--- config.mk ---
export PLATFORM = sky130hd
export DESIGN_NAME = rx_wb_regs
export DESIGN_NICKNAME = d
export VERILOG_FILES = /design/src/hdl/rx_pkg.sv /design/src/hdl/rx_wb_regs.sv
export SDC_FILE = /design/constraint.sdc
export NUM_CORES = 1
export LEC_CHECK = 0
export BUFFER_PORTS_ARGS = -buffer_cell sky130_fd_sc_hd__buf_2
export CAP_MARGIN = 20
export CORE_MARGIN = 5
export CORE_UTILIZATION = 36
export CTS_BUF_LIST = sky130_fd_sc_hd__clkbuf_8 sky130_fd_sc_hd__clkbuf_16
export DETAILED_ROUTE_END_ITERATION = 6
export GPL_TIMING_DRIVEN = 0
export PLACE_DENSITY_LB_ADDON = 0.05
export SYNTH_ARGS = -nofsm -noshare
export SYNTH_HDL_FRONTEND = slang
export SYNTH_SLANG_ARGS = --single-unit
--- constraint.sdc ---
create_clock -name WCLK -period 2.1 [get_ports WCLK]
set_clock_uncertainty 0.05 [all_clocks]
set_input_delay 0.63 -clock WCLK [delete_from_list [all_inputs] [get_ports WCLK]]
set_output_delay 0.63 -clock WCLK [all_outputs]
set_load 0.05 [all_outputs]
--- src/hdl/rx_pkg.sv ---
`default_nettype none

package rx_pkg;

    typedef logic [9:0]  symbol_t;   // line symbol, first bit in bit 9
    typedef logic [7:0]  byte_t;
    typedef logic [23:0] word_t;     // first byte in 23:16
    typedef logic [7:0]  cnt_t;

    // error and lost counters stop here
    localparam cnt_t CNT_MAX = 8'd255;

    // bus register map, word addresses
    typedef enum logic [2:0] {
        REG_CTRL   = 3'd0,  // bit 0 enable, bit 1 invert
        REG_STATUS = 3'd1,  // bit 0 empty, bit 1 overflow, bit 2 full
        REG_COUNTS = 3'd2,  // error count 7:0, lost count 15:8
        REG_LEVEL  = 3'd3,  // fifo fill count
        REG_DATA   = 3'd4   // head word, read pops
    } reg_addr_e;

endpackage

`default_nettype wire

--- src/hdl/rx_wb_regs.sv ---
`timescale 1ns/1ps
`default_nettype none

module rx_wb_regs import rx_pkg::*; #(
    parameter int FIFO_AW = 4
) (
    input  logic             WCLK,
    input  logic             RESET_WCLK,
    input  logic             wb_cyc,
    input  logic             wb_stb,
    input  logic             wb_we,
    input  logic [2:0]       wb_adr,
    input  logic [31:0]      wb_wdata,
    output logic [31:0]      wb_rdata,
    output logic             wb_ack,
    output logic             enable,
    output logic             invert,
    input  word_t            head,
    input  logic             empty,
    input  logic             full,
    input  logic [FIFO_AW:0] level,
    input  cnt_t             err_count,
    input  cnt_t             lost_count,
    input  logic             overflow,
    output logic             pop
);

    reg_addr_e   addr;
    logic        req;        // new cycle, not acked yet
    logic        pop_armed;  // acked read takes the head word
    logic [31:0] rd_mux;

    assign addr = reg_addr_e'(wb_adr);
    assign req  = wb_cyc && wb_stb && !wb_ack;
    assign pop  = wb_ack && pop_armed;

    always_comb begin
        rd_mux = '0;
        case (addr)
            REG_CTRL:   rd_mux[1:0]       = {invert, enable};
            REG_STATUS: rd_mux[2:0]       = {full, overflow, empty};
            REG_COUNTS: rd_mux[15:0]      = {lost_count, err_count};
            REG_LEVEL:  rd_mux[FIFO_AW:0] = level;
            REG_DATA:   rd_mux[23:0]      = empty ? '0 : head;
            default:    rd_mux            = '0;
        endcase
    end

    always_ff @(posedge WCLK) begin
        if (RESET_WCLK) begin
            wb_ack    <= 1'b0;
            pop_armed <= 1'b0;
            enable    <= 1'b0;   // nothing received until software says so
            invert    <= 1'b0;
        end else begin
            wb_ack    <= req;    // one cycle, then drops
            pop_armed <= req && !wb_we && addr == REG_DATA && !empty;
            if (req && wb_we && addr == REG_CTRL) begin
                enable <= wb_wdata[0];
                invert <= wb_wdata[1];
            end
        end
    end

    // captured with the request, held through the ack cycle
    always_ff @(posedge WCLK) begin
        if (req) begin
            wb_rdata <= rd_mux;
        end
    end

    // master must hold the request until it sees ack
    a_ack_in_cycle: assert property (@(posedge WCLK) disable iff (RESET_WCLK)
        wb_ack |-> wb_cyc && wb_stb);

endmodule

`default_nettype wire

== Word level (Yosys, flattened, before mapping) ==
Index checks and enable logic that the tools add are counted.

* Output and inout bits: 36
* Flip-flop bits (word level): 28

* Reduce and logical (&&, ||, !) cells: 13
* Muxes and demuxes: 5
* Equal/unequal tests: 4
* Bitwise gates (word level): 1

{| class="wikitable"
|+ Operators with widths
! kind !! count
|-
| case mux 11 bit (2 select lines) || 1
|-
| 2-to-1 mux 16 bit || 1
|-
| case mux 2 bit (5 select lines) || 1
|-
| logical AND 1 bit || 8
|-
| == test 3 x 2 -> 1 bit, second input constant || 2
|-
| case mux 2 bit (3 select lines) || 1
|-
| case mux 1 bit (4 select lines) || 1
|-
| == test 3 x 1 -> 1 bit, second input constant || 1
|-
| == test 3 bit, second input constant || 1
|-
| zero test 1 bit || 3
|-
| zero test 3 bit || 1
|-
| OR reduction 2 bit || 1
|-
| inverter 1 bit || 1
|}

== Longest topological paths before layout ==
* Depth in word-level cells: 5
* Mapped depth: 5
* Gate-level depth less buffers: 3

== Worst setup path before layout ==
OpenSTA, ideal clock, no wires.

* Path kind: register to output
* Start: reg wb_ack
* End: out pop
* Required time: 1.420 ns
* Cell stages (with the launch flop): 2
* Path buffers: 0
* Setup slack: 0.300 ns
* Data arrival time: 1.120 ns
* Cell sequence: dfxtp_1 -> and2_1

* Word-level cells in the longest chain between the ends: 1

{| class="wikitable"
|+ RTL lines
! item !! line !! text
|-
| start: declaration || rx_wb_regs.sv:15 || <nowiki>output logic wb_ack,</nowiki>
|-
| start signal: assignment || rx_wb_regs.sv:56 || <nowiki>wb_ack <= req;</nowiki>
|-
| logical AND 1 bit || rx_wb_regs.sv:35 || <nowiki>assign pop = wb_ack && pop_armed;</nowiki>
|-
| end: declaration || rx_wb_regs.sv:25 || <nowiki>output logic pop</nowiki>
|}

Every way passes these cells.

== Final worst setup path ==
* Start: in wb_stb
* End: reg wb_rdata[10], enable pin

* Word-level cells in the longest chain between the ends: 2

{| class="wikitable"
|+ RTL lines
! item !! line !! text
|-
| start: declaration || rx_wb_regs.sv:10 || <nowiki>input logic wb_stb,</nowiki>
|-
| logical AND 1 bit (2 in a row) || rx_wb_regs.sv:34 || <nowiki>assign req = wb_cyc && wb_stb && !wb_ack;</nowiki>
|-
| named net req || rx_wb_regs.sv:29 || <nowiki>logic req;</nowiki>
|-
| end signal: assignment || rx_wb_regs.sv:68 || <nowiki>wb_rdata <= rd_mux;</nowiki>
|-
| end: declaration || rx_wb_regs.sv:14 || <nowiki>output logic [31:0] wb_rdata,</nowiki>
|}

The timed path passes the listed nets, and every way through them passes these cells.
A chain may end at the register's enable or synchronous reset.

==> results.txt <==
The flow ran to the end, and the final reports show no timing, DRC or antenna violations. The die boundary height is 70.4 um. The total DRC errors in the routed layout is 0. The mux cell area share after synthesis is 0.0477. Synthesis produced between 90 and 100 cells. The final-stage net count came out at 279. Of the total synthesized cell area, the portion taken by AND, OR, NAND and NOR gates is 0.157. VDD sags by at most 0.000251 V. Clock tree synthesis selected as its root buffer the cell clkbuf_8. The hold path startpoint is enable. The post-synthesis area per instance came out at 13.7 sq um.

The floorplan die width came out at 70.4 um. The final hold violation count was 0. The detailed-placement wirelength estimate came out at 2.42 mm.

The most area-hungry cell type in the Yosys netlist is edfxtp_1. The area share of xor/xnor cells in the synthesized design is 0. The largest fanout of any net on the critical path came out at 24. The post-placement cell area is 0.00181 sq mm. After filler insertion, the fill cell instance count of the layout stands at ~340. The critical path is of the primary input to flop type. The portion of synthesized cell area occupied by the leading cell type is 0.550.

The count of max-cap constraint violations came out at 0. After detailed routing, the average wire length per cell comes to 12.7 um. Wires add up to 3.02 mm.

The count of final max-slew check failures came out at 0. In this run the power density over the cells is 657 mW/mm^2. TritonCTS built the clock tree. The number of top-level pins came out at 124. The count of final setup violators is 0.

In this run the static leakage power is 0.870 nW. Global routing finished with a remaining overflow of 0. The finished layout cell area came out at 0.00187 sq mm. For this block, the initial DRC count from the detailed router was 29. The post-synth design cell area is 0.00131 sq mm.

The via count of the first global-routing pass was 1,036. The total core area is 0.00361 sq mm. The count of warnings emitted by yosys is 0. The register area came out at 801 sq um. The initial antenna violation count is 0. The die area came out at ~0.0049 sq mm. The clock reaches the later pin of the worst-skew pair after 0.26 ns. The post-detailed-route via-to-cell ratio is approximately 4.4. The count of antenna-violating nets left after detailed routing came out at 0. The total via count in the routed design is between 1,000 and 1,500. The achievable frequency is 0.589 GHz. The wire length of the first global-routing pass is ~4.6 mm. The initial standard-cell utilization of the core came out at 0.364. The transition time of the tightest slew-check pin came out at just under 0.9 ns. Counting along the longest clock path gives a buffer depth of 2. Counting distinct cell types in the post-synthesis netlist gives 25. STA puts the critical path data required time at 1.95 ns. In the global route stage, overall resource usage came out at 0.117. The arrival time at the worst endpoint is 1.55 ns.

The final estimated routing congestion in global placement came out at between 0.7 and 0.8. The count of inserted antenna diode cells is 0. The worst setup path is launched from a primary input. The number of hold buffers added after CTS was 0. After clock tree synthesis, the repair step resized 0 gates. The area occupied by multi-input gates is 439 sq um. In this run the tool buffered the top-level ports with 83 buffer cells.

Setup repair after global routing left no endpoint under its margin. The sum of negative setup slack is 0 ns. The count of standard-cell rows came out at 22.

The layout cell share with drive strength beyond 1 is 0.542. The number of synthesized register bits came out at 28. The clock transition at the registers of the reported paths is about 0.09 ns. The adder-cell share of the synthesized area is 0. The worst register-to-register path begins at wb_ack. The type of element capturing the critical path is a flop. In this run the post-CTS setup repair buffer count came out at 0. In this run the worst hold path is classified as flop to flop.

In this run the worst setup path begins at wb_stb. The number of sinks driven by the clock tree is 28. For this run, the detailed router's first-pass iteration total came to 4.

The shortest clock period the worst path allows after layout is 1.70 ns. The post-synthesis compound-gate area fraction came to 0.107. CTS built an H-tree with a depth of 1. TritonCTS created 3 clock buffers. The dominant combinational cell family by area after synthesis is simple AND/OR/NAND/NOR gates. The normalized max-slew margin is 0.404. The share of the Yosys chip area taken by registers is 0.611. Ranked by total cell area, the synthesized netlist is headed by edfxtp_1, a22o_1, dfxtp_1, buf_4, and2_1. Of the available clock period, the critical path in the final layout requires 0.809.

The maximum number of pins on one net before global-route repair came out at 25. Relative to the synthesized area, the layout overhead comes to 42.5%.
==> layout by cell type (no fill, tap or decap), drive strengths merged, types with 2 or more instances in the layout <==
master / count
inv: 2
a22o: 11
conb: 8
and2: 9
mux2i: 4
nor3b: 2
dfxtp: 4
nand3b: 3
clkbuf: 4
a22oi: 2
edfxtp: 24
nand2: 5
nor4b: 2
buf: 96
nand2b: 5
==> through the flow <==
step	utilization	cells	hold slack [ns]	setup slack [ns]	total power, mW
finish	0.518	238	0.448	0.401	1.23
global route	0.518	238	0.470	0.294	1.28
CTS	0.518	238	0.452	0.355	1.24
detailed placement	0.503	234	0.434	0.0675	0.917
global placement	0.503	234	0.425	0.0721	0.914
floorplan	-	103	0.651	0.300	0.831
==> cells by family (layout without fill, tap and decap cells) <==
logic type / Yosys count / in the layout
simple gates: 30 / 30
flops: 28 / 28
compound gates: 17 / 17
buf+inv: 15 / 102
mux: 5 / 5
other cells: 1 / 8
==> registers in the layout, indices dropped and copies added (netlist names) <==
| signal | count |
|---|---|
| invert | 1 |
| enable | 1 |
| wb_rdata | 24 |
| pop_armed | 1 |
| wb_ack | 1 |
==> power breakdown <==
part	total [mW]	switching, mW	internal [mW]
Combinational	0.266	0.178	0.0885
Clock	0.325	0.158	0.167
Sequential	0.636	0.00520	0.631
Total	1.23	0.341	0.886
==> per-layer routing <==
metal  global-route usage  routed length, um  up-vias  share of wire
li1                     -                  -      532              -
met1                0.135               1170      467           0.39
met2                0.210               1590       47           0.53
met3               0.0388                248        2          0.082
met4               0.0255                 14        0         0.0046
met5                    0                  0        -              0
==> final cells by class <==
class                           count  area share
Multi-Input combinational cell     60       0.235
Tap cell                           48      0.0322
Clock buffer                        4      0.0295
Inverter                            2     0.00402
Sequential cell                    28       0.429
Buffer                             13      0.0482
Timing Repair Buffer               83       0.222
==> cell usage after synthesis <==
library cell	n
buf_4	10
a211o_1	1
nor2_1	1
nor3b_1	2
dfxtp_1	4
and3b_1	1
nor3_1	1
nand2b_1	5
inv_1	2
a21oi_1	1
and2_1	9
nand2_1	5
nor4b_1	1
a22oi_1	2
o21ai_0	1
nor4_2	1
conb_1	1
nand3b_1	3
buf_2	3
a221o_1	1
mux2i_1	4
edfxtp_1	24
nor4b_4	1
a22o_1	11
mux4_2	1
==> final timing paths <==
check | to | slack (ns) | depth (start not counted)
min reg2reg | enable | 0.45 | 2
min | enable | 0.45 | 2
max | wb_rdata[10] | 0.40 | 3
max reg2reg | wb_rdata[10] | 0.44 | 2
==> critical path, stage by stage <==
cell      delay, ns
buf_2          0.07
nand3b_1       0.14
inv_1          0.69
No activity file was read; power rests on OpenSTA's default activity.
