[src/hdl/rx_pkg.sv]
`default_nettype none

package rx_pkg;

    typedef logic [9:0]  symbol_t;   // line symbol, first bit in bit 9
    typedef logic [7:0]  byte_t;
    typedef logic [23:0] word_t;     // first byte in 23:16
    typedef logic [7:0]  cnt_t;

    // error and lost counters stop here
    localparam cnt_t CNT_MAX = 8'd255;

    // bus register map, word addresses
    typedef enum logic [2:0] {
        REG_CTRL   = 3'd0,  // bit 0 enable, bit 1 invert
        REG_STATUS = 3'd1,  // bit 0 empty, bit 1 overflow, bit 2 full
        REG_COUNTS = 3'd2,  // error count 7:0, lost count 15:8
        REG_LEVEL  = 3'd3,  // fifo fill count
        REG_DATA   = 3'd4   // head word, read pops
    } reg_addr_e;

endpackage

`default_nettype wire

[src/hdl/dec_byte_if.sv]
`timescale 1ns/1ps
`default_nettype none

// decoded bytes, one per valid cycle, link cannot stall
interface dec_byte_if import rx_pkg::*; ();

    logic  valid;
    logic  k;       // control character
    byte_t data;
    logic  err;     // code or disparity error

    modport src (output valid, k, data, err);
    modport snk (input valid, k, data, err);

endinterface

`default_nettype wire

[src/hdl/word_assembler.sv]
`timescale 1ns/1ps
`default_nettype none

module word_assembler import rx_pkg::*; (
    input  logic    WCLK,
    input  logic    RESET_WCLK,
    dec_byte_if.snk in,
    input  logic    enable,
    input  logic    fifo_full,
    output logic    fifo_write,
    output word_t   fifo_word,
    output cnt_t    err_count,
    output cnt_t    lost_count,
    output logic    overflow
);

    logic [1:0] byte_idx;   // data bytes held so far
    byte_t      slot0;
    byte_t      slot1;
    logic       accept;
    logic       data_byte;
    logic       word_done;  // third data byte arriving

    assign accept    = in.valid && enable;
    assign data_byte = accept && !in.k;
    assign word_done = data_byte && (byte_idx == 2'd2);

    always_ff @(posedge WCLK) begin
        if (RESET_WCLK || !enable) begin
            byte_idx <= 2'd0;
        end else if (accept) begin
            // K restarts packing
            if (in.k || byte_idx == 2'd2) begin
                byte_idx <= 2'd0;
            end else begin
                byte_idx <= byte_idx + 2'd1;
            end
        end
    end

    always_ff @(posedge WCLK) begin
        if (data_byte && byte_idx == 2'd0) begin
            slot0 <= in.data;
        end
        if (data_byte && byte_idx == 2'd1) begin
            slot1 <= in.data;
        end
        if (word_done) begin
            fifo_word <= {slot0, slot1, in.data};  // first byte on top
        end
    end

    always_ff @(posedge WCLK) begin
        if (RESET_WCLK) begin
            fifo_write <= 1'b0;
            lost_count <= '0;
            overflow   <= 1'b0;
        end else begin
            fifo_write <= word_done && !fifo_full;
            if (word_done && fifo_full) begin
                overflow <= 1'b1;  // sticky until a word gets in
                if (lost_count != CNT_MAX) begin
                    lost_count <= lost_count + 8'd1;
                end
            end else if (word_done) begin
                overflow <= 1'b0;
            end
        end
    end

    always_ff @(posedge WCLK) begin
        if (RESET_WCLK) begin
            err_count <= '0;
        end else if (accept && in.err && err_count != CNT_MAX) begin
            err_count <= err_count + 8'd1;
        end
    end

    // full is sampled a cycle ahead of the write; words are three bytes apart,
    // so the fifo cannot have filled in between
    a_no_write_full: assert property (@(posedge WCLK) disable iff (RESET_WCLK)
        fifo_write |-> !fifo_full);

endmodule

`default_nettype wire

[src/flat_wrapper.sv]
// flat-port wrapper written by rule: the top's interface ports become plain ports
module word_assembler_flat import rx_pkg::*;
  (WCLK, RESET_WCLK, enable, fifo_full, fifo_write, fifo_word, err_count, lost_count, overflow, in_valid, in_k, in_data, in_err);
  dec_byte_if in_i ();
  input  logic WCLK;
  input  logic RESET_WCLK;
  input  logic enable;
  input  logic fifo_full;
  output logic fifo_write;
  output word_t fifo_word;
  output cnt_t err_count;
  output cnt_t lost_count;
  output logic overflow;
  input wire logic [$bits(in_i.valid)-1:0] in_valid;
  input wire logic [$bits(in_i.k)-1:0] in_k;
  input wire logic [$bits(in_i.data)-1:0] in_data;
  input wire logic [$bits(in_i.err)-1:0] in_err;
  assign in_i.valid = in_valid;
  assign in_i.k = in_k;
  assign in_i.data = in_data;
  assign in_i.err = in_err;
  word_assembler u_core (.WCLK(WCLK), .RESET_WCLK(RESET_WCLK), .in(in_i), .enable(enable), .fifo_full(fifo_full), .fifo_write(fifo_write), .fifo_word(fifo_word), .err_count(err_count), .lost_count(lost_count), .overflow(overflow));
endmodule
[config.mk]
export PLATFORM = sky130hd
export DESIGN_NAME = word_assembler_flat
export DESIGN_NICKNAME = d
export VERILOG_FILES = /design/src/hdl/rx_pkg.sv /design/src/hdl/dec_byte_if.sv /design/src/hdl/word_assembler.sv /design/src/flat_wrapper.sv
export SDC_FILE = /design/constraint.sdc
export NUM_CORES = 1
export LEC_CHECK = 0
export BUFFER_PORTS_ARGS = -buffer_cell sky130_fd_sc_hd__buf_2
export CORE_UTILIZATION = 46
export DETAILED_ROUTE_END_ITERATION = 7
export PLACE_DENSITY = 0.75
export SLEW_MARGIN = 10
export SYNTH_ARGS = -nofsm -noshare
export SYNTH_HDL_FRONTEND = slang
export SYNTH_SLANG_ARGS = --single-unit
[constraint.sdc]
create_clock -name WCLK -period 1.72 [get_ports WCLK]
set_input_delay 0.086 -clock WCLK [delete_from_list [all_inputs] [get_ports WCLK]]
set_output_delay 0.086 -clock WCLK [all_outputs]
set_load 0.02 [all_outputs]
== After elaboration in Yosys (flattened, before gate mapping) ==
Index checks and enable logic that the tools add are counted.
Storage, ports and cells
  input port bits: 15
  register bits after elaboration: 60
  word-level logic and storage cells: 35
  output and inout bits: 42
Cells by class
  add/subtract/negate cells: 3
  equal/unequal tests: 4
  muxes and demuxes: 3
  reduce and logical (&&, ||, !) cells: 17
Operators with widths (count)
  $add 8x1->8 const B: 2
  $ne 8x8->1 const B: 2
  $logic_and 1x1->1: 9
  $logic_not 1->1: 3
  $add 2x1->2 const B: 1
  $eq 2x1->1 const B: 1
  $eq 2x2->1 const B: 1
  $logic_not 2->1: 1
  $logic_or 1x1->1: 2
  $mux 1: 2
  $mux 2: 1
  $reduce_and 2->1: 1
  $reduce_bool 2->1: 1

== Longest topological paths before layout ==
  word-level depth: 5
  depth in mapped cells: 7
  gate-level depth less buffers: 7

== Worst setup path before layout ==
Ideal clock, no wire load.
  path type: reg2reg
  start point: register u_core.byte_idx[0]
  end point: register u_core.lost_count[5]
  clock period less this slack: 1.724 ns
  path buffers: 0
  required time: 1.649 ns
  cell stages (with the launch flop): 8
  library setup time: 0.071 ns
  arrival time: 1.653 ns
  setup slack: -0.004 ns
  cells stage by stage: dfxtp_1 > inv_1 > ha_1 > nand4b_4 > clkinv_4 > o211ai_4 > or4_1 > a21oi_1
Between the ends
  word-level cells in the longest chain between the ends: 4
RTL lines
  start: declaration: line word_assembler.sv:17  | logic [1:0] byte_idx;
  start signal: assignment: line word_assembler.sv:36  | byte_idx <= byte_idx + 2'd1;
  $eq 2x2->1: line word_assembler.sv:26  | assign word_done = data_byte && (byte_idx == 2'd2);
  $logic_and 1x1->1: line word_assembler.sv:26
  named net u_core.word_done: line word_assembler.sv:22  | logic word_done;
  $logic_and 1x1->1: line word_assembler.sv:60  | if (word_done && fifo_full) begin
  $reduce_and 2->1 (no source line)
  end signal: assignment: line word_assembler.sv:63  | lost_count <= lost_count + 8'd1;
  end: declaration: line word_assembler.sv:13  | output cnt_t lost_count,
The timed path passes the listed nets, and every way through them passes these cells.
A chain may end at the register's enable or synchronous reset.

== Worst setup path in the final report ==
Ends and elaborated chain as after synthesis.

==> metrics.cfg <==
[yosys]
yosysWarningCount = 0
syn_nets = 177
synthArstFlopShare_pct = 0
synth_edf_count = 40
seq_area_frac_synth_pct = 72.4
ys_seq_elements = 60
netlist-cell-type-count = 33
syn_area_per_cell_um2 = 14.1
synth-main-ff-cell = edfxtp_1
synth_area_um2 = 2210
synthCells = 157

[sta]
relSlewSlack_pct = 72.3
setup_ws_ps = 72.4
hold-worst-slack_ps = 28.4
rsz0062_at_grt = false
fin_crit_ps = 1650
maxSlewViolCount = 0
fin_crit_sh_pct = 95.8
tightest_slew_ps = 412
fmax_ghz = 0.607
final.setup.tns_ps = 0
hold_viol_final = 0
finalSetupViolations = 0
fin_worst_skew_ps = 6.62

[floorplanning]
coreArea_um2 = 4470
die_area_um2 = 5090
fp-row-count = 24
fp.dieH_um = 71.4
io_pins = 57
die_w_um = 71.4
start_util_pct = 49.5

[place]
dp_slack_ps = 43.8
portBuffers = 56
dp_hpwl_mm = 2.50
gp_congestion = 0.809

[clock_network]
cts_buffer_depth = 2
clk_pin_slew_ps = 60
cts_buffers = 9
cts_num_sinks = 60
clock_latency_ps = 320
cts_tree = done
ctsHtreeMaxLevel = 3
cts_root_buf = clkbuf_8

[finish]
nets = 258
seqCellArea_um2 = 1600
syn_to_final_growth_pct = 29.8
nFillCells = 340
multi_input_area_um2 = 581
drive_above_1_share_pct = 36.2
num_antenna_cells = 0

[drt]
vias = 1530
via_per_inst = 5.19
wirelength_mm = 3.70
wl_per_cell_um = 12.5
firstDrtPassIters = 6
drtIter0Drc = 68
post-route-drc-count = 5
postRouteAntennaNets = 0

[worst_setup_path]
crit_path_start_kind = flop
crit_buf_inv = 2
cp.arrival_ps = 1900
crit_chain = inv_1 > ha_2 > nand4b_4 > clkinv_8 > o211ai_4 > or4_1 > a21oi_1
crit_slowest_cell = or4_1
cpLargestDelayFamily = simple AND/OR/NAND/NOR gates
worstPathRequired_ps = 1970
max_stage_delay_ps = 470
worstSetupEndpointType = flop
critical_path_class = reg2reg
cp_max_fo = 7

[power_and_ir_drop]
p_clk_share_pct = 38.9
pwr-share-comb_pct = 2.9
seqPwrFrac_pct = 58.2
ir_drop_mv = 0.543
switching_share_pct = 21.4
power.switching_mw = 0.568
pwr_density_cell_nw_per_um2 = 924
power.total_mw = 2.66
p_leak_nw = 1.13
internal_power_mw = 2.09

[global_routing]
grt_pass1_vias = 1389
grt_max_degree = 25
overflow = 0
grtUsageTotal_pct = 15.6
antenna_found_initial = 0
grt_pass1_wl_mm = 5.91

[outcome]
violations = DRC
outcome = finished, violations left

[job]
cap_violations = 0

[hold_path]
hp-class = in2reg

## power by group through the flow
stage	clock network [mW]	registers, mW	logic [mW]
2_1_floorplan	0	1.58	0.0245
3_3_place_gp	0	1.58	0.0625
3_5_place_dp	0	1.58	0.0631
4_1_cts	1.07	1.54	0.0774
5_1_grt	1.13	1.54	0.0860
6_report	1.03	1.54	0.0772
## cells by family after synthesis
| kind of cell | synth area share (%) |
|---|---|
| buf+inv | 1.75 |
| fa+ha+maj | 2.83 |
| flops | 72.4 |
| simple gates | 13.9 |
| compound gates | 6.50 |
| xor+xnor | 0.792 |
| mux | 1.87 |
## cells in the final DEF (no fill, tap or decap), drive strengths merged, types with 2 or more instances in the layout
cell / instances
edfxtp: 40
a21oi: 9
dfxtp: 20
and3: 3
dlygate4sd3: 8
a31oi: 2
clkinvlp: 2
nand4: 3
nor3: 11
or3: 4
inv: 6
o21ai: 6
mux2i: 3
xor2: 2
nor2: 12
ha: 5
nand2: 7
nand3: 6
clkinv: 6
buf: 64
clkbuf: 9
nor4: 2
## synth_stat cells, types with 2 or more instances
library cell	instances	area share [%]
edfxtp_1	40	54
dfxtp_1	20	18
nor2_1	12	2.0
nor3_1	11	2.5
a21oi_1	9	2.0
nand2_1	7	1.2
inv_1	6	1.0
nand3_1	6	1.4
o21ai_0	6	1.4
ha_1	5	2.8
or3_1	4	1.1
mux2i_1	3	1.4
nand4_1	3	0.85
a31oi_1	2	0.57
and3_1	2	0.57
clkbuf_1	2	0.34
nor4_1	2	0.57
xor2_1	2	0.79
## stage by stage
stage          cell area, um2  std cells  utilization [%]
4_1_cts                  2850        293             63.7
2_1_floorplan            2220        157                -
6_report                 2870        295             64.2
3_3_place_gp             2600        269             58.2
5_1_grt                  2870        295             64.2
3_5_place_dp             2600        269             58.2
## registers in the layout, indices dropped and copies added, names as in the netlist
name	count
u_core.fifo_word	24
u_core.err_count	8
u_core.lost_count	8
u_core.slot0	8
u_core.slot1	8
u_core.byte_idx	2
u_core.fifo_write	1
u_core.overflow	1
## repair_timing
item | CTS | global route
endpoints found under the setup margin | 0 | 3
resized for setup | 0 | 2
hold endpoints to repair | 24 | 0
hold buffers | 8 | 0
setup buffers | 0 | 2
## worst paths after layout
check	start	endpoint	slack (ps)	cells after the start
worst min-delay path	fifo_full	u_core.fifo_write$_SDFF_PP0_	30	2
worst min register to register	u_core.slot0[6]$_DFFE_PP_	u_core.fifo_word[22]$_DFFE_PP_	410	0
worst max register to register	u_core.byte_idx[0]$_SDFFE_PP0N_	u_core.lost_count[5]$_SDFFE_PP0P_	70	7
worst max-delay path	u_core.byte_idx[0]$_SDFFE_PP0N_	u_core.lost_count[5]$_SDFFE_PP0P_	70	7
## layout make-up
cell class                      count  share of cell area (%)
Timing Repair Buffer               72                    14.6
Clock buffer                        9                    4.31
Multi-Input combinational cell     88                    20.2
Clock inverter                      7                    1.52
Sequential cell                    60                    55.7
Inverter                            7                    1.35
Tap cell                           52                    2.26
## layer usage
layer / part of all wire, % / track usage (%)
met1: 42 / 17.1
met2: 49 / 26.0
met3: 7.3 / 6.47
met4: 1.2 / 8.00
met5: 0 / 0
Note: power is estimated with default switching activity, not from simulation.
