[src/hdl/rx_pkg.sv]
`default_nettype none

package rx_pkg;

    typedef logic [9:0]  symbol_t;   // line symbol, first bit in bit 9
    typedef logic [7:0]  byte_t;
    typedef logic [23:0] word_t;     // first byte in 23:16
    typedef logic [7:0]  cnt_t;

    // error and lost counters stop here
    localparam cnt_t CNT_MAX = 8'd255;

    // bus register map, word addresses
    typedef enum logic [2:0] {
        REG_CTRL   = 3'd0,  // bit 0 enable, bit 1 invert
        REG_STATUS = 3'd1,  // bit 0 empty, bit 1 overflow, bit 2 full
        REG_COUNTS = 3'd2,  // error count 7:0, lost count 15:8
        REG_LEVEL  = 3'd3,  // fifo fill count
        REG_DATA   = 3'd4   // head word, read pops
    } reg_addr_e;

endpackage

`default_nettype wire

[src/hdl/word_fifo.sv]
`timescale 1ns/1ps
`default_nettype none

module word_fifo import rx_pkg::*; #(
    parameter int FIFO_AW = 4
) (
    input  logic             WCLK,
    input  logic             RESET_WCLK,
    input  logic             write,
    input  word_t            wdata,
    input  logic             pop,
    output word_t            head,
    output logic             empty,
    output logic             full,
    output logic [FIFO_AW:0] level
);

    localparam int DEPTH = 2 ** FIFO_AW;

    word_t              mem [DEPTH];
    logic [FIFO_AW-1:0] wr_ptr;
    logic [FIFO_AW-1:0] rd_ptr;
    logic [FIFO_AW:0]   count;
    logic               do_wr;
    logic               do_rd;

    assign do_wr = write && !full;
    assign do_rd = pop && !empty;
    assign empty = (count == '0);
    assign full  = count[FIFO_AW];  // only set at DEPTH
    assign head  = mem[rd_ptr];     // show-ahead
    assign level = count;

    always_ff @(posedge WCLK) begin
        if (do_wr) begin
            mem[wr_ptr] <= wdata;
        end
    end

    always_ff @(posedge WCLK) begin
        if (RESET_WCLK) begin
            wr_ptr <= '0;
            rd_ptr <= '0;
            count  <= '0;
        end else begin
            if (do_wr) begin
                wr_ptr <= wr_ptr + 1'b1;
            end
            if (do_rd) begin
                rd_ptr <= rd_ptr + 1'b1;
            end
            if (do_wr && !do_rd) begin
                count <= count + 1'b1;
            end else if (do_rd && !do_wr) begin
                count <= count - 1'b1;
            end
        end
    end

    a_no_pop_empty: assert property (@(posedge WCLK) disable iff (RESET_WCLK)
        pop |-> !empty);
    a_no_write_full: assert property (@(posedge WCLK) disable iff (RESET_WCLK)
        write |-> !full);

endmodule

`default_nettype wire

[config.mk]
export PLATFORM = sky130hd
export DESIGN_NAME = word_fifo
export DESIGN_NICKNAME = d
export VERILOG_FILES = /design/src/hdl/rx_pkg.sv /design/src/hdl/word_fifo.sv
export SDC_FILE = /design/constraint.sdc
export NUM_CORES = 1
export LEC_CHECK = 0
export BUFFER_PORTS_ARGS = -buffer_cell sky130_fd_sc_hd__buf_4
export CAP_MARGIN = 20
export CELL_PAD_IN_SITES_DETAIL_PLACEMENT = 1
export CELL_PAD_IN_SITES_GLOBAL_PLACEMENT = 1
export CORE_ASPECT_RATIO = 1.1
export CORE_MARGIN = 2
export CORE_UTILIZATION = 29
export DETAILED_ROUTE_END_ITERATION = 8
export GPL_TIMING_DRIVEN = 0
export PLACE_DENSITY_LB_ADDON = 0.1
export SYNTH_ARGS = -nofsm -noshare
export SYNTH_HDL_FRONTEND = slang
export SYNTH_SLANG_ARGS = --single-unit
export TNS_END_PERCENT = 1
[constraint.sdc]
create_clock -name WCLK -period 4.4 [get_ports WCLK]
set_input_delay 0.88 -clock WCLK [delete_from_list [all_inputs] [get_ports WCLK]]
set_output_delay 0.88 -clock WCLK [all_outputs]
set_load 0.01 [all_outputs]
Word-level counts from Yosys, hierarchy flattened. Memory sizes are Yosys's and may differ from the RTL's. A register that Yosys moved wholly into a read port is not among the register bits. Index checks and enable logic that the tools add are counted.

Register bits: 13. Memory bits (writable): 384. Input port bits: 28. Output and inout port bits: 31. Logic and storage cells: 24. Memories kept: 1.

$add $sub $neg: 4. Multiplexer cells: 6. Reduce and logical (&&, ||, !) cells: 10.

Memories: mem (depth 16, bits a word 24, rd ports 1, clocked after memory_dff 1, wr ports 1, line word_fifo.sv:20) `word_t mem [DEPTH];`.

Operators by type and width (count): 5-bit two-way mux (2); 4-bit by 1-bit adder with 4-bit output (second input constant) (2); 4-bit two-way mux (2); 5-bit by 1-bit adder with 5-bit output (second input constant) (1); 5-bit logical NOT (1); 5-bit by 1-bit subtractor with 5-bit output (second input constant) (1); 1-bit logical AND (4); 1-bit logical NOT (4); 1-bit two-way mux (2); 2-bit nonzero test (1).

Depth between registers and ports, before layout. Gate-level depths: netlist of the first run.

Word-level depth: 6. Gate-level depth with buffers: 9. Gate-level depth less buffers: 9.

Least setup slack after synthesis of the first run. Ideal clock, no wire load.

Path type: input to register. Start point: in write. End point: mem mem[3][0] in the netlist's numbering (enable). Setup time: 0.435 ns. Data arrival time: 3.117 ns. Data required time: 3.965 ns. Path slack: 0.848 ns. Stages on the path: 4. Path buffers: 1. Cells stage by stage: nor2b_1 > clkbuf_1 > nand2_1 > nor3_1.

Word-level cells in the longest chain between the ends: 3.

RTL lines: start: declaration (line word_fifo.sv:9) `input logic write,`; 1-bit logical AND (line word_fifo.sv:27) `assign do_wr = write && !full;`; via do_wr (line word_fifo.sv:24) `logic do_wr;`; 1-bit two-way mux (line word_fifo.sv:35) `if (do_wr) begin`; 1-bit two-way mux (not written as such) (line word_fifo.sv:36) `mem[wr_ptr] <= wdata;`; end: declaration (line word_fifo.sv:20).

The timed path passes the listed nets, and every way through them passes these cells.

==> reports/results.tsv, run 1 <==
stage	metric	value	unit
hold_path	Hold Path Depth	2	
layout	FF+latch area	0.0119	mm2
drt	vias per cell	4.75	
cts	clock slew at reported path FFs	0.06	ns
cts	TritonCTS clock tree	done	
power_and_ir_drop	total power	0.0105	W
critical_path	critical path's slowest cell	buf_2	
drt	Initial DRT Pass Iterations	4	
grt	largest net degree at the start of global routing	20	
layout	Multi-input gate area	0.00328	mm2
cts	Root Driver	clkbuf_16	
run	max_cap viols	0	
grt	first-pass GRT wire length	56500	um
power_and_ir_drop	pwr dens	566	mW/mm2
layout	Nets	869	
hold_path	worst min-delay path startpoint	level[3]	
synth	ys async rst share	0	
sta	fin crit share	0.870	
synth	Post-synth EDFFs	384	
cts	CTS Hold Bufs	0	
synth	main flop type after synthesis	edfxtp_1	
drt	met1 wire length	16500	um
layout	commonest cells after routing, fill and taps aside	edfxtp_1, mux4_2, buf_4	
critical_path	crit path DAT	2.95	ns
layout	area grow syn2layout	21.4	%
synth	Synth Area in XOR/XNOR	0.00516	
cts	clock sinks	401	
layout	most common cell after layout, fill and taps aside	edfxtp_1	
grt	GRT Resource Usage Total	0.145	
layout	layout cells sized above 1	0.317	
cts	CTS buffer count	45	
critical_path	WS Path Type	reg2out	
critical_path	Most common cell on crit path	buf_2	
critical_path	Worst path max stage delay	0.44	ns
grt	vias in the first global route	8162	
layout	number of filler cells placed in the layout	5092	
grt	antenna violations before repair	0	
synth	YS warnings	0	
cts	H-tree Lvls	2	
sta	Period minus WS final	3.83	ns
floorplanning	num ports	59	
critical_path	Crit. End Element	output port	
synth	mux share of post-synthesis cell area	0.143	
place	GPL Wtd Cong	0.734	
synth	largest family of logic cells by synthesized area	multiplexers	
critical_path	FF-to-FF Start	level[1]	
floorplanning	core box area	0.0522	mm2
critical_path	CP bufs+invs	4	
layout	design area	0.0185	mm2
critical_path	reg2reg path depth	9	
critical_path	reg2reg end	level[4]	
layout	Core Util, Final	0.355	
synth	Synth Area in Compound Gates	0.0282	
place	DPL Wire Length	24800	um
sta	maximum clock rate	261	MHz
critical_path	crit start category	register	
drt	Residual DRC	0	
critical_path	crit path cell chain	clkbuf_1 > buf_2 > buf_2 > mux4_2 > a22oi_1 > nand2_1 > buf_4	
place	Port Buffers	58	
critical_path	kind of cell adding the most delay to the critical path	buffers and inverters	
sta	# setup viols final	0	
sta	final max-slew violation count	0	
place	placed inst area	0.0170	mm2
synth	Synth Net Count	740	
synth	Syn Inst Count	701	
sta	Slew @ Worst Pin	0.935	ns
drt	Initial DRC Count	481	
floorplanning	DIE WIDTH	223	um
drt	Antenna Nets Post-Route	0	
drt	wire per inst	25.1	um
critical_path	worst path required time	3.52	ns
synth	synthesized-area fraction occupied by adder cells	0.00951	
critical_path	Reg2Reg Setup Slack	1.40	ns
drt	DR top layer	met4	
sta	clock skew	0.0123	ns
synth	Seq/Total Area, Yosys	0.778	
synth	post-synthesis cell type count	32	
hold_path	worst hold path type	reg2reg	
synth	Synth Area in Simple Gates	0.0218	
status	status	complete, no violations	
floorplanning	Die Footprint	0.0545	mm2
power_and_ir_drop	Worst VDD drop	0.000252	V
cts	CTS max path bufs	3	
drt	met2 WL	20000	um
cts	clk_lat worst skew	0.57	ns
sta	Fin. Hold Viols	0	
grt	gr ovfl total	0	
power_and_ir_drop	leakage	5.89	nW
floorplanning	die height	245	um
hold_path	Worst Hold Path EP	level[3]	
layout	Antenna Cells	0	
synth	#FFs+latches synth	401	
floorplanning	cell row count	88	
drt	Vias	7317	
sta	RSZ-0062 raised after global routing	false	
drt	final wirelength	38600	um
drt	Met3 Routed Length	1430	um
floorplanning	Starting Density	0.292	
cts	setup bufs post-CTS	0	
sta	Max-Slew Margin vs Limit	0.377	
cts	post-CTS resize count	0	
synth	syn avg cell area	21.8	um2
sta	WHS	0.540	ns
critical_path	Crit Path Max Fanout	10	
synth	Post-Synthesis Cell Area	0.0153	mm2
## sequential cells by signal, indices dropped and copies added, names as in the netlist, named ones only
signal and count:
mem 384, level 5, rd_ptr 4, wr_ptr 4
## synth_stat cells, drive strengths merged, types with 2 or more instances
library cell | instances | area share
nor2b | 4 | 0.0016
buf | 16 | 0.0075
nand3b | 2 | 0.00098
nor3 | 4 | 0.0013
nor2 | 31 | 0.0076
xor2 | 7 | 0.0040
a22oi | 48 | 0.024
nand2b | 2 | 0.00082
xnor2 | 2 | 0.0011
a21oi | 5 | 0.0016
inv | 5 | 0.0012
clkbuf | 24 | 0.0059
edfxtp | 384 | 0.76
ha | 10 | 0.0082
o211ai | 2 | 0.00098
mux4 | 96 | 0.14
dfxtp | 17 | 0.022
nand2 | 30 | 0.0074
## tightest hold or removal path: stages (launching register included)
cell      delay [ns]
dfxtp_1         0.34
nand3b_1        0.09
o31ai_1         0.06
## power by group
group | internal (W) | switching (W) | leakage [nW]
logic | 0.00111 | 0.00120 | 1.56
clock network | 0.00230 | 0.00149 | 0.726
registers | 0.00433 | 0.0000588 | 3.60
## worst max-delay path by stage
stage | startpoint | end | cells past startpoint | slack [ns]
2_1_floorplan | write | mem[3][0] | 4 | 0.85
3_3_place_gp | write | mem[3][20] | 5 | -1.84
3_5_place_dp | register | head[8] | 7 | 1.10
4_1_cts | register | head[8] | 7 | 0.48
5_1_grt | register | head[2] | 7 | 0.44
6_report | register | head[2] | 7 | 0.57
## layer usage
layer,track usage,vias to the layer above
li1,-,3183
met1,0.183,3956
met2,0.252,129
met3,0.0261,49
met4,0.0488,0
met5,0,-
## stage by stage
stage | std cells | setup WS (ns) | setup TNS (ns)
2_1_floorplan | 701 | 0.848 | 0
3_3_place_gp | 1434 | -1.84 | -221.50
3_5_place_dp | 1458 | 1.10 | 0
4_1_cts | 1539 | 0.478 | 0
5_1_grt | 1539 | 0.440 | 0
6_report | 1539 | 0.571 | 0
## cell families (layout without fill, tap and decap cells)
logic type	Yosys count	after routing
fa+ha+maj	11	11
buf+inv	45	208
simple gates	78	78
xor+xnor	9	9
mux	98	98
flops	401	401
compound gates	59	59
## cell type report
class,count,area share
multi-input cells,255,0.177
flip-flops and latches,401,0.641
clock buffers,58,0.0657
plain buffers,40,0.0110
well taps,675,0.0456
repair buffers,82,0.0448
inverters,5,0.00101
clock inverters,23,0.0142
No activity file was read; power rests on OpenSTA's default activity.
==> inputs of run 2 (changes only) <==
Settings changed: CORE_ASPECT_RATIO 1.1 to 1.5, GPL_TIMING_DRIVEN 0 to not set.
==> run 2 against run 1 <==
  * Total power is 3.1% lower
  * Sequential power rose by 2%
  * Setup slack gained 0.36 ns
  * First-iteration DRC count decreased by 3.7%
  * Die area about the same
  * Global-route usage fell by 0.21 points
  * Critical path depth decreased by 2
  * Cell count is 2.0% lower
  * Critical path type unchanged
==> reports/results.tsv, run 2 (synthesis gave the netlist of run 1 again) <==
stage	metric	value	unit	change
status	status	complete, no violations		
layout	commonest cells after routing, fill and taps aside	edfxtp_1, mux4_2, buf_4		
critical_path	Crit Path Max Fanout	48		+38
critical_path	FF-to-FF Start	level[1]		
cts	Root Driver	clkbuf_16		
layout	Biggest register	mem		
critical_path	Crit. End Element	output port		
critical_path	reg2reg path depth	9		unchanged
layout	max FFs per register	384		unchanged
power_and_ir_drop	pwr dens	563	mW/mm2	-0.56%
drt	final wirelength	38100	um	-1.3%
run	max_cap viols	0		unchanged
grt	largest net degree at the start of global routing	55		+180%
floorplanning	core box area	0.0523	mm2	+0.25%
cts	CTS Hold Bufs	0		unchanged
grt	vias in the first global route	8121		-0.50%
critical_path	crit start category	register		
critical_path	worst path required time	3.52	ns	about the same
floorplanning	Starting Density	0.292		-0.000741
sta	post-route setup slack	0.933	ns	+0.362 ns
critical_path	Reg2Reg Setup Slack	1.47	ns	+0.07 ns
layout	layout cells sized above 1	0.321		+0.00369
drt	Vias	7112		-2.8%
cts	TritonCTS clock tree	done		
sta	clock skew	0.0134	ns	+0.00115 ns
critical_path	reg2reg end	level[4]		
sta	Slew @ Worst Pin	0.887	ns	-0.0476 ns
critical_path	crit path DAT	2.59	ns	-0.36 ns
hold_path	worst min-delay path startpoint	rd_ptr[3]		
drt	Initial DRC Count	463		-3.7%
layout	Antenna Cells	0		unchanged
drt	Antenna Nets Post-Route	0		unchanged
critical_path	WS Path Type	reg2out		
power_and_ir_drop	leakage	5.71	nW	-3.1%
sta	maximum clock rate	288	MHz	+10%
cts	setup bufs post-CTS	0		unchanged
grt	antenna violations before repair	1		+1
layout	area grow syn2layout	18.3	%	
sta	fin crit share	0.788		-0.0823
sta	setup TNS	0	ns	unchanged
sta	Fin. Hold Viols	0		unchanged
place	GPL Wtd Cong	0.698		-4.9%
grt	first-pass GRT wire length	56000	um	-0.82%
grt	gr ovfl total	0		unchanged
floorplanning	Die Footprint	0.0545	mm2	about the same
floorplanning	DIE WIDTH	191	um	-14%
layout	number of filler cells placed in the layout	5209		+2.3%
drt	Initial DRT Pass Iterations	4		unchanged
power_and_ir_drop	Worst VDD drop	0.000304	V	+21%
drt	vias per cell	4.72		-0.80%
place	Port Buffers	58		unchanged
cts	clock sinks	401		unchanged
cts	H-tree Lvls	2		unchanged
hold_path	worst hold path type	reg2reg		
cts	clk_lat worst skew	0.54	ns	-0.03 ns
cts	post-CTS resize count	0		unchanged
place	Placement Setup Slack	0.966	ns	-0.139 ns
place	DPL Wire Length	22400	um	-9.7%
grt	GRT Resource Usage Total	0.143		-0.00212
cts	clock slew at reported path FFs	0.06	ns	about the same
floorplanning	num ports	59		unchanged
layout	most common cell after layout, fill and taps aside	edfxtp_1		
sta	final max-slew violation count	0		unchanged
sta	Period minus WS final	3.47	ns	-0.362 ns
layout	Nets	832		-4.3%
floorplanning	die height	285	um	+17%
cts	CTS buffer count	42		-6.7%
sta	Max-Slew Margin vs Limit	0.408		+0.0311
sta	# setup viols final	0		unchanged
sta	RSZ-0062 raised after global routing	false		
floorplanning	cell row count	103		+17%
cts	CTS max path bufs	3		unchanged
drt	wire per inst	25.3	um	+0.73%
hold_path	Hold Path Depth	2		unchanged
drt	Residual DRC	0		unchanged
run 2: cell count changes in the layout (fill, tap and decap cells not counted), moves of 4 or more:
cell | before | now
buf_4 | 62 | 84
nor2_4 | 12 | 0
clkbuf_1 | 35 | 7
buf_12 | 8 | 4
clkinv_1 | 8 | 12
nor2_2 | 0 | 13
buf_2 | 10 | 0
buf_6 | 14 | 0
clkbuf_16 | 47 | 43
buf_16 | 4 | 0
run 2: area by class of cell:
class                           instances  area (um2)  area share
Clock buffer                           50        1100      0.0611
Clock inverter                         27         262      0.0145
Inverter                                5        18.8     0.00104
Multi-Input combinational cell        255        3230       0.179
Sequential cell                       401       11900       0.658
Tap cell                              682         853      0.0473
Timing Repair Buffer                   88         711      0.0394
run 2: how the worst max path moves through the flow:
stage,from,to,slack [ns],depth (start not counted)
6_report,register,head[20],0.93,5
5_1_grt,register,head[20],0.75,5
4_1_cts,register,head[20],0.81,5
3_5_place_dp,write,mem[8][11],0.97,5
3_3_place_gp,write,mem[11][11],1.06,5
2_1_floorplan,write,mem[3][0],0.85,4
run 2: worst max-delay path, cell delays in order (launching register included):
cell	delay [ns]
dfxtp_4	0.67
buf_12	0.35
mux4_2	0.35
a22oi_1	0.35
nand2_1	0.11
buf_4	0.16
run 2: report_power, final:
group	switching [W]	internal, W
Sequential	0.000119	0.00434
Combinational	0.00110	0.00106
Clock	0.00146	0.00209
Total	0.00268	0.00749
run 2: stage by stage:
| stage | hold slack [ns] | total power, W | area (um2) | utilization | cells |
|---|---|---|---|---|---|
| finish | 0.550 | 0.0102 | 18100 | 0.345 | 1508 |
| CTS | 0.561 | 0.0104 | 18100 | 0.345 | 1508 |
| global placement | 0.522 | 0.00676 | 16700 | 0.319 | 1431 |
| detailed placement | 0.541 | 0.00679 | 16700 | 0.319 | 1431 |
| global route | 0.577 | 0.0107 | 18100 | 0.345 | 1508 |
| floorplan | 0.485 | 0.00598 | 15300 | - | 701 |
run 2: per-layer routing:
layer	vias up	track usage	share of wire
li1	3105	-	-
met1	3835	0.172	0.40
met2	121	0.261	0.54
met3	49	0.0229	0.039
met4	2	0.0394	0.021
met5	-	0	0.00034
==> inputs of run 3 (changes only) <==
Clock period 4.4 ns to 2.99 ns, I/O delays scaled along.
==> run 3 against run 2 <==
  * Non-clock buffer count increased by 20
  * Core utilization grew 0.39 points
  * First-iteration DRC count grew 13%
  * Register-to-register slack got worse by 1.3 ns
  * Highest routed layer unchanged
  * Sequential power up 46%
  * Largest power group unchanged
  * Global-route usage grew 0.25 points
==> reports/results.tsv, run 3 (synthesis gave the netlist of run 1 again) <==
stage	metric	value	unit	change
status	status	complete, no violations		
place	placed inst area	0.0169	mm2	+1.4%
layout	design area	0.0183	mm2	+1.1%
drt	Initial DRT Pass Iterations	5		+1
cts	clk_lat worst skew	0.55	ns	about the same
drt	Initial DRC Count	522		+13%
hold_path	Worst Hold Path EP	mem[3][11]		
floorplanning	DIE WIDTH	191	um	unchanged
critical_path	crit start category	register		
critical_path	reg2reg end	level[4]		
cts	TritonCTS clock tree	done		
drt	vias per cell	4.77		+1.2%
sta	Slew @ Worst Pin	0.555	ns	-0.332 ns
critical_path	worst path required time	2.39	ns	-1.13 ns
hold_path	worst hold path type	in2reg		
floorplanning	cell row count	103		unchanged
cts	clock sinks	401		unchanged
sta	final max-slew violation count	0		unchanged
sta	RSZ-0062 raised after global routing	true		
layout	FF+latch area	0.0119	mm2	unchanged
grt	antenna violations before repair	1		unchanged
place	DPL Wire Length	22100	um	-1.4%
run	max_cap viols	0		unchanged
critical_path	FF-to-FF Start	level[1]		
place	Placement Setup Slack	0.167	ns	-0.798 ns
sta	fin crit share	0.966		
critical_path	Crit. End Element	output port		
sta	Fin. Hold Viols	0		unchanged
layout	Multi-input gate area	0.00333	mm2	+3.1%
floorplanning	Starting Density	0.292		unchanged
grt	largest net degree at the start of global routing	38		-31%
critical_path	WS Path Type	reg2out		
hold_path	worst min-delay path startpoint	wdata[11]		
place	Port Buffers	58		unchanged
grt	gr ovfl total	0		unchanged
critical_path	Reg2Reg Setup Slack	0.17	ns	-1.30 ns
sta	clock skew	0.0293	ns	+0.0158 ns
grt	first-pass GRT wire length	56600	um	+0.96%
floorplanning	core box area	0.0523	mm2	unchanged
layout	Biggest register	mem		
power_and_ir_drop	Worst VDD drop	0.000408	V	+34%
sta	post-route setup slack	0.102	ns	-0.831 ns
grt	vias in the first global route	8352		+2.8%
sta	maximum clock rate	346	MHz	
floorplanning	Die Footprint	0.0545	mm2	unchanged
sta	# setup viols final	0		unchanged
cts	CTS buffer count	39		-7.1%
critical_path	reg2reg path depth	9		unchanged
grt	GRT Resource Usage Total	0.145		+0.00250
layout	Antenna Cells	0		unchanged
layout	number of filler cells placed in the layout	5159		-0.96%
floorplanning	die height	285	um	unchanged
cts	clock slew at reported path FFs	0.06	ns	about the same
power_and_ir_drop	pwr dens	805	mW/mm2	+43%
drt	Residual DRC	0		unchanged
hold_path	Hold Path Depth	1		-1
layout	Core Util, Final	0.349		+0.00395
layout	Layout Cells excl Fill	1521		+0.86%
cts	H-tree Lvls	2		unchanged
layout	commonest cells after routing, fill and taps aside	edfxtp_1, mux4_2, buf_4		
sta	WHS	0.353	ns	-0.198 ns
drt	Antenna Nets Post-Route	0		unchanged
layout	Nets	849		+2.0%
cts	Root Driver	clkbuf_16		
layout	most common cell after layout, fill and taps aside	edfxtp_1		
place	GPL Wtd Cong	0.749		+7.4%
place	placed cells	1446		+1.0%
critical_path	crit path DAT	2.29	ns	-0.30 ns
cts	CTS max path bufs	3		unchanged
layout	max FFs per register	384		unchanged
sta	Period minus WS final	2.89	ns	
drt	Vias	7256		+2.0%
drt	final wirelength	38900	um	+2.1%
layout	layout cells sized above 1	0.342		+0.0213
drt	wire per inst	25.6	um	+1.2%
layout	area grow syn2layout	19.6	%	
critical_path	Crit Path Max Fanout	18		-63%
power_and_ir_drop	leakage	5.77	nW	+1.0%
sta	Max-Slew Margin vs Limit	0.629		+0.221
floorplanning	num ports	59		unchanged
run 3: cell types whose count changed in the layout (fill, tap and decap cells not counted), moves of 2 or more:
cell,previous run,this run
buf_4,84,95
buf_6,0,2
a22oi_1,48,42
nor2_2,13,1
bufinv_16,5,2
clkinv_1,12,9
nor2_4,0,12
a22oi_2,0,6
buf_12,4,7
buf_16,0,2
run 3: power by group:
group	switching [W]	internal (W)	total [W]
Sequential	0.000153	0.00638	0.00653
Clock	0.00207	0.00263	0.00471
Combinational	0.00168	0.00177	0.00346
Total	0.00391	0.0108	0.0147
run 3: stage by stage:
stage	total power (W)	TNS (ns)
after floorplan	0.00879	-17.74
after global placement	0.00991	0
after detailed placement	0.0100	0
after CTS	0.0148	-0.00747
after global routing	0.0154	-0.0723
final	0.0147	0
run 3: what timing repair did:
item,CTS,global route
endpoints found under the hold margin,0,0
pin swaps,0,3
setup buffers,0,3
gates resized for setup,1,10
endpoints found under the setup margin,5,19
hold buffers,0,0
gates cloned,0,2
run 3: layout make-up:
| class | count | share of cell area |
|---|---|---|
| clock buffer | 48 | 0.0565 |
| inverter | 5 | 0.00103 |
| sequential | 401 | 0.651 |
| tap | 682 | 0.0467 |
| multi-input combinational | 255 | 0.182 |
| clock inverter | 22 | 0.00925 |
| timing repair buffer | 108 | 0.0537 |
run 3: layer usage:
metal | track usage | up-vias | wire [um] | part of all wire
li1 | - | 3129 | - | -
met1 | 0.169 | 3926 | 15100 | 0.39
met2 | 0.271 | 146 | 21600 | 0.56
met3 | 0.0231 | 53 | 1460 | 0.037
met4 | 0.0450 | 2 | 767 | 0.020
met5 | 0 | - | 16 | 0.00041
run 3: worst max path at each step:
| stage | slack (ns) | endpoint | cells after the start | start |
|---|---|---|---|---|
| 2_1_floorplan | -0.25 | mem[0][0] | 4 | write |
| 3_3_place_gp | 0.24 | level[4] | 9 | level[1] |
| 3_5_place_dp | 0.17 | level[4] | 9 | level[1] |
| 4_1_cts | -0.007 | head[7] | 5 | register |
| 5_1_grt | -0.02 | head[10] | 6 | register |
| 6_report | 0.10 | head[10] | 6 | register |
run 3: worst max-delay path: stages (launching register included):
cell and delay (ns):
dfxtp_4 0.39, buf_12 0.13, buf_16 0.19, mux4_2 0.54, a22oi_1 0.23, nand2_1 0.11, buf_4 0.16
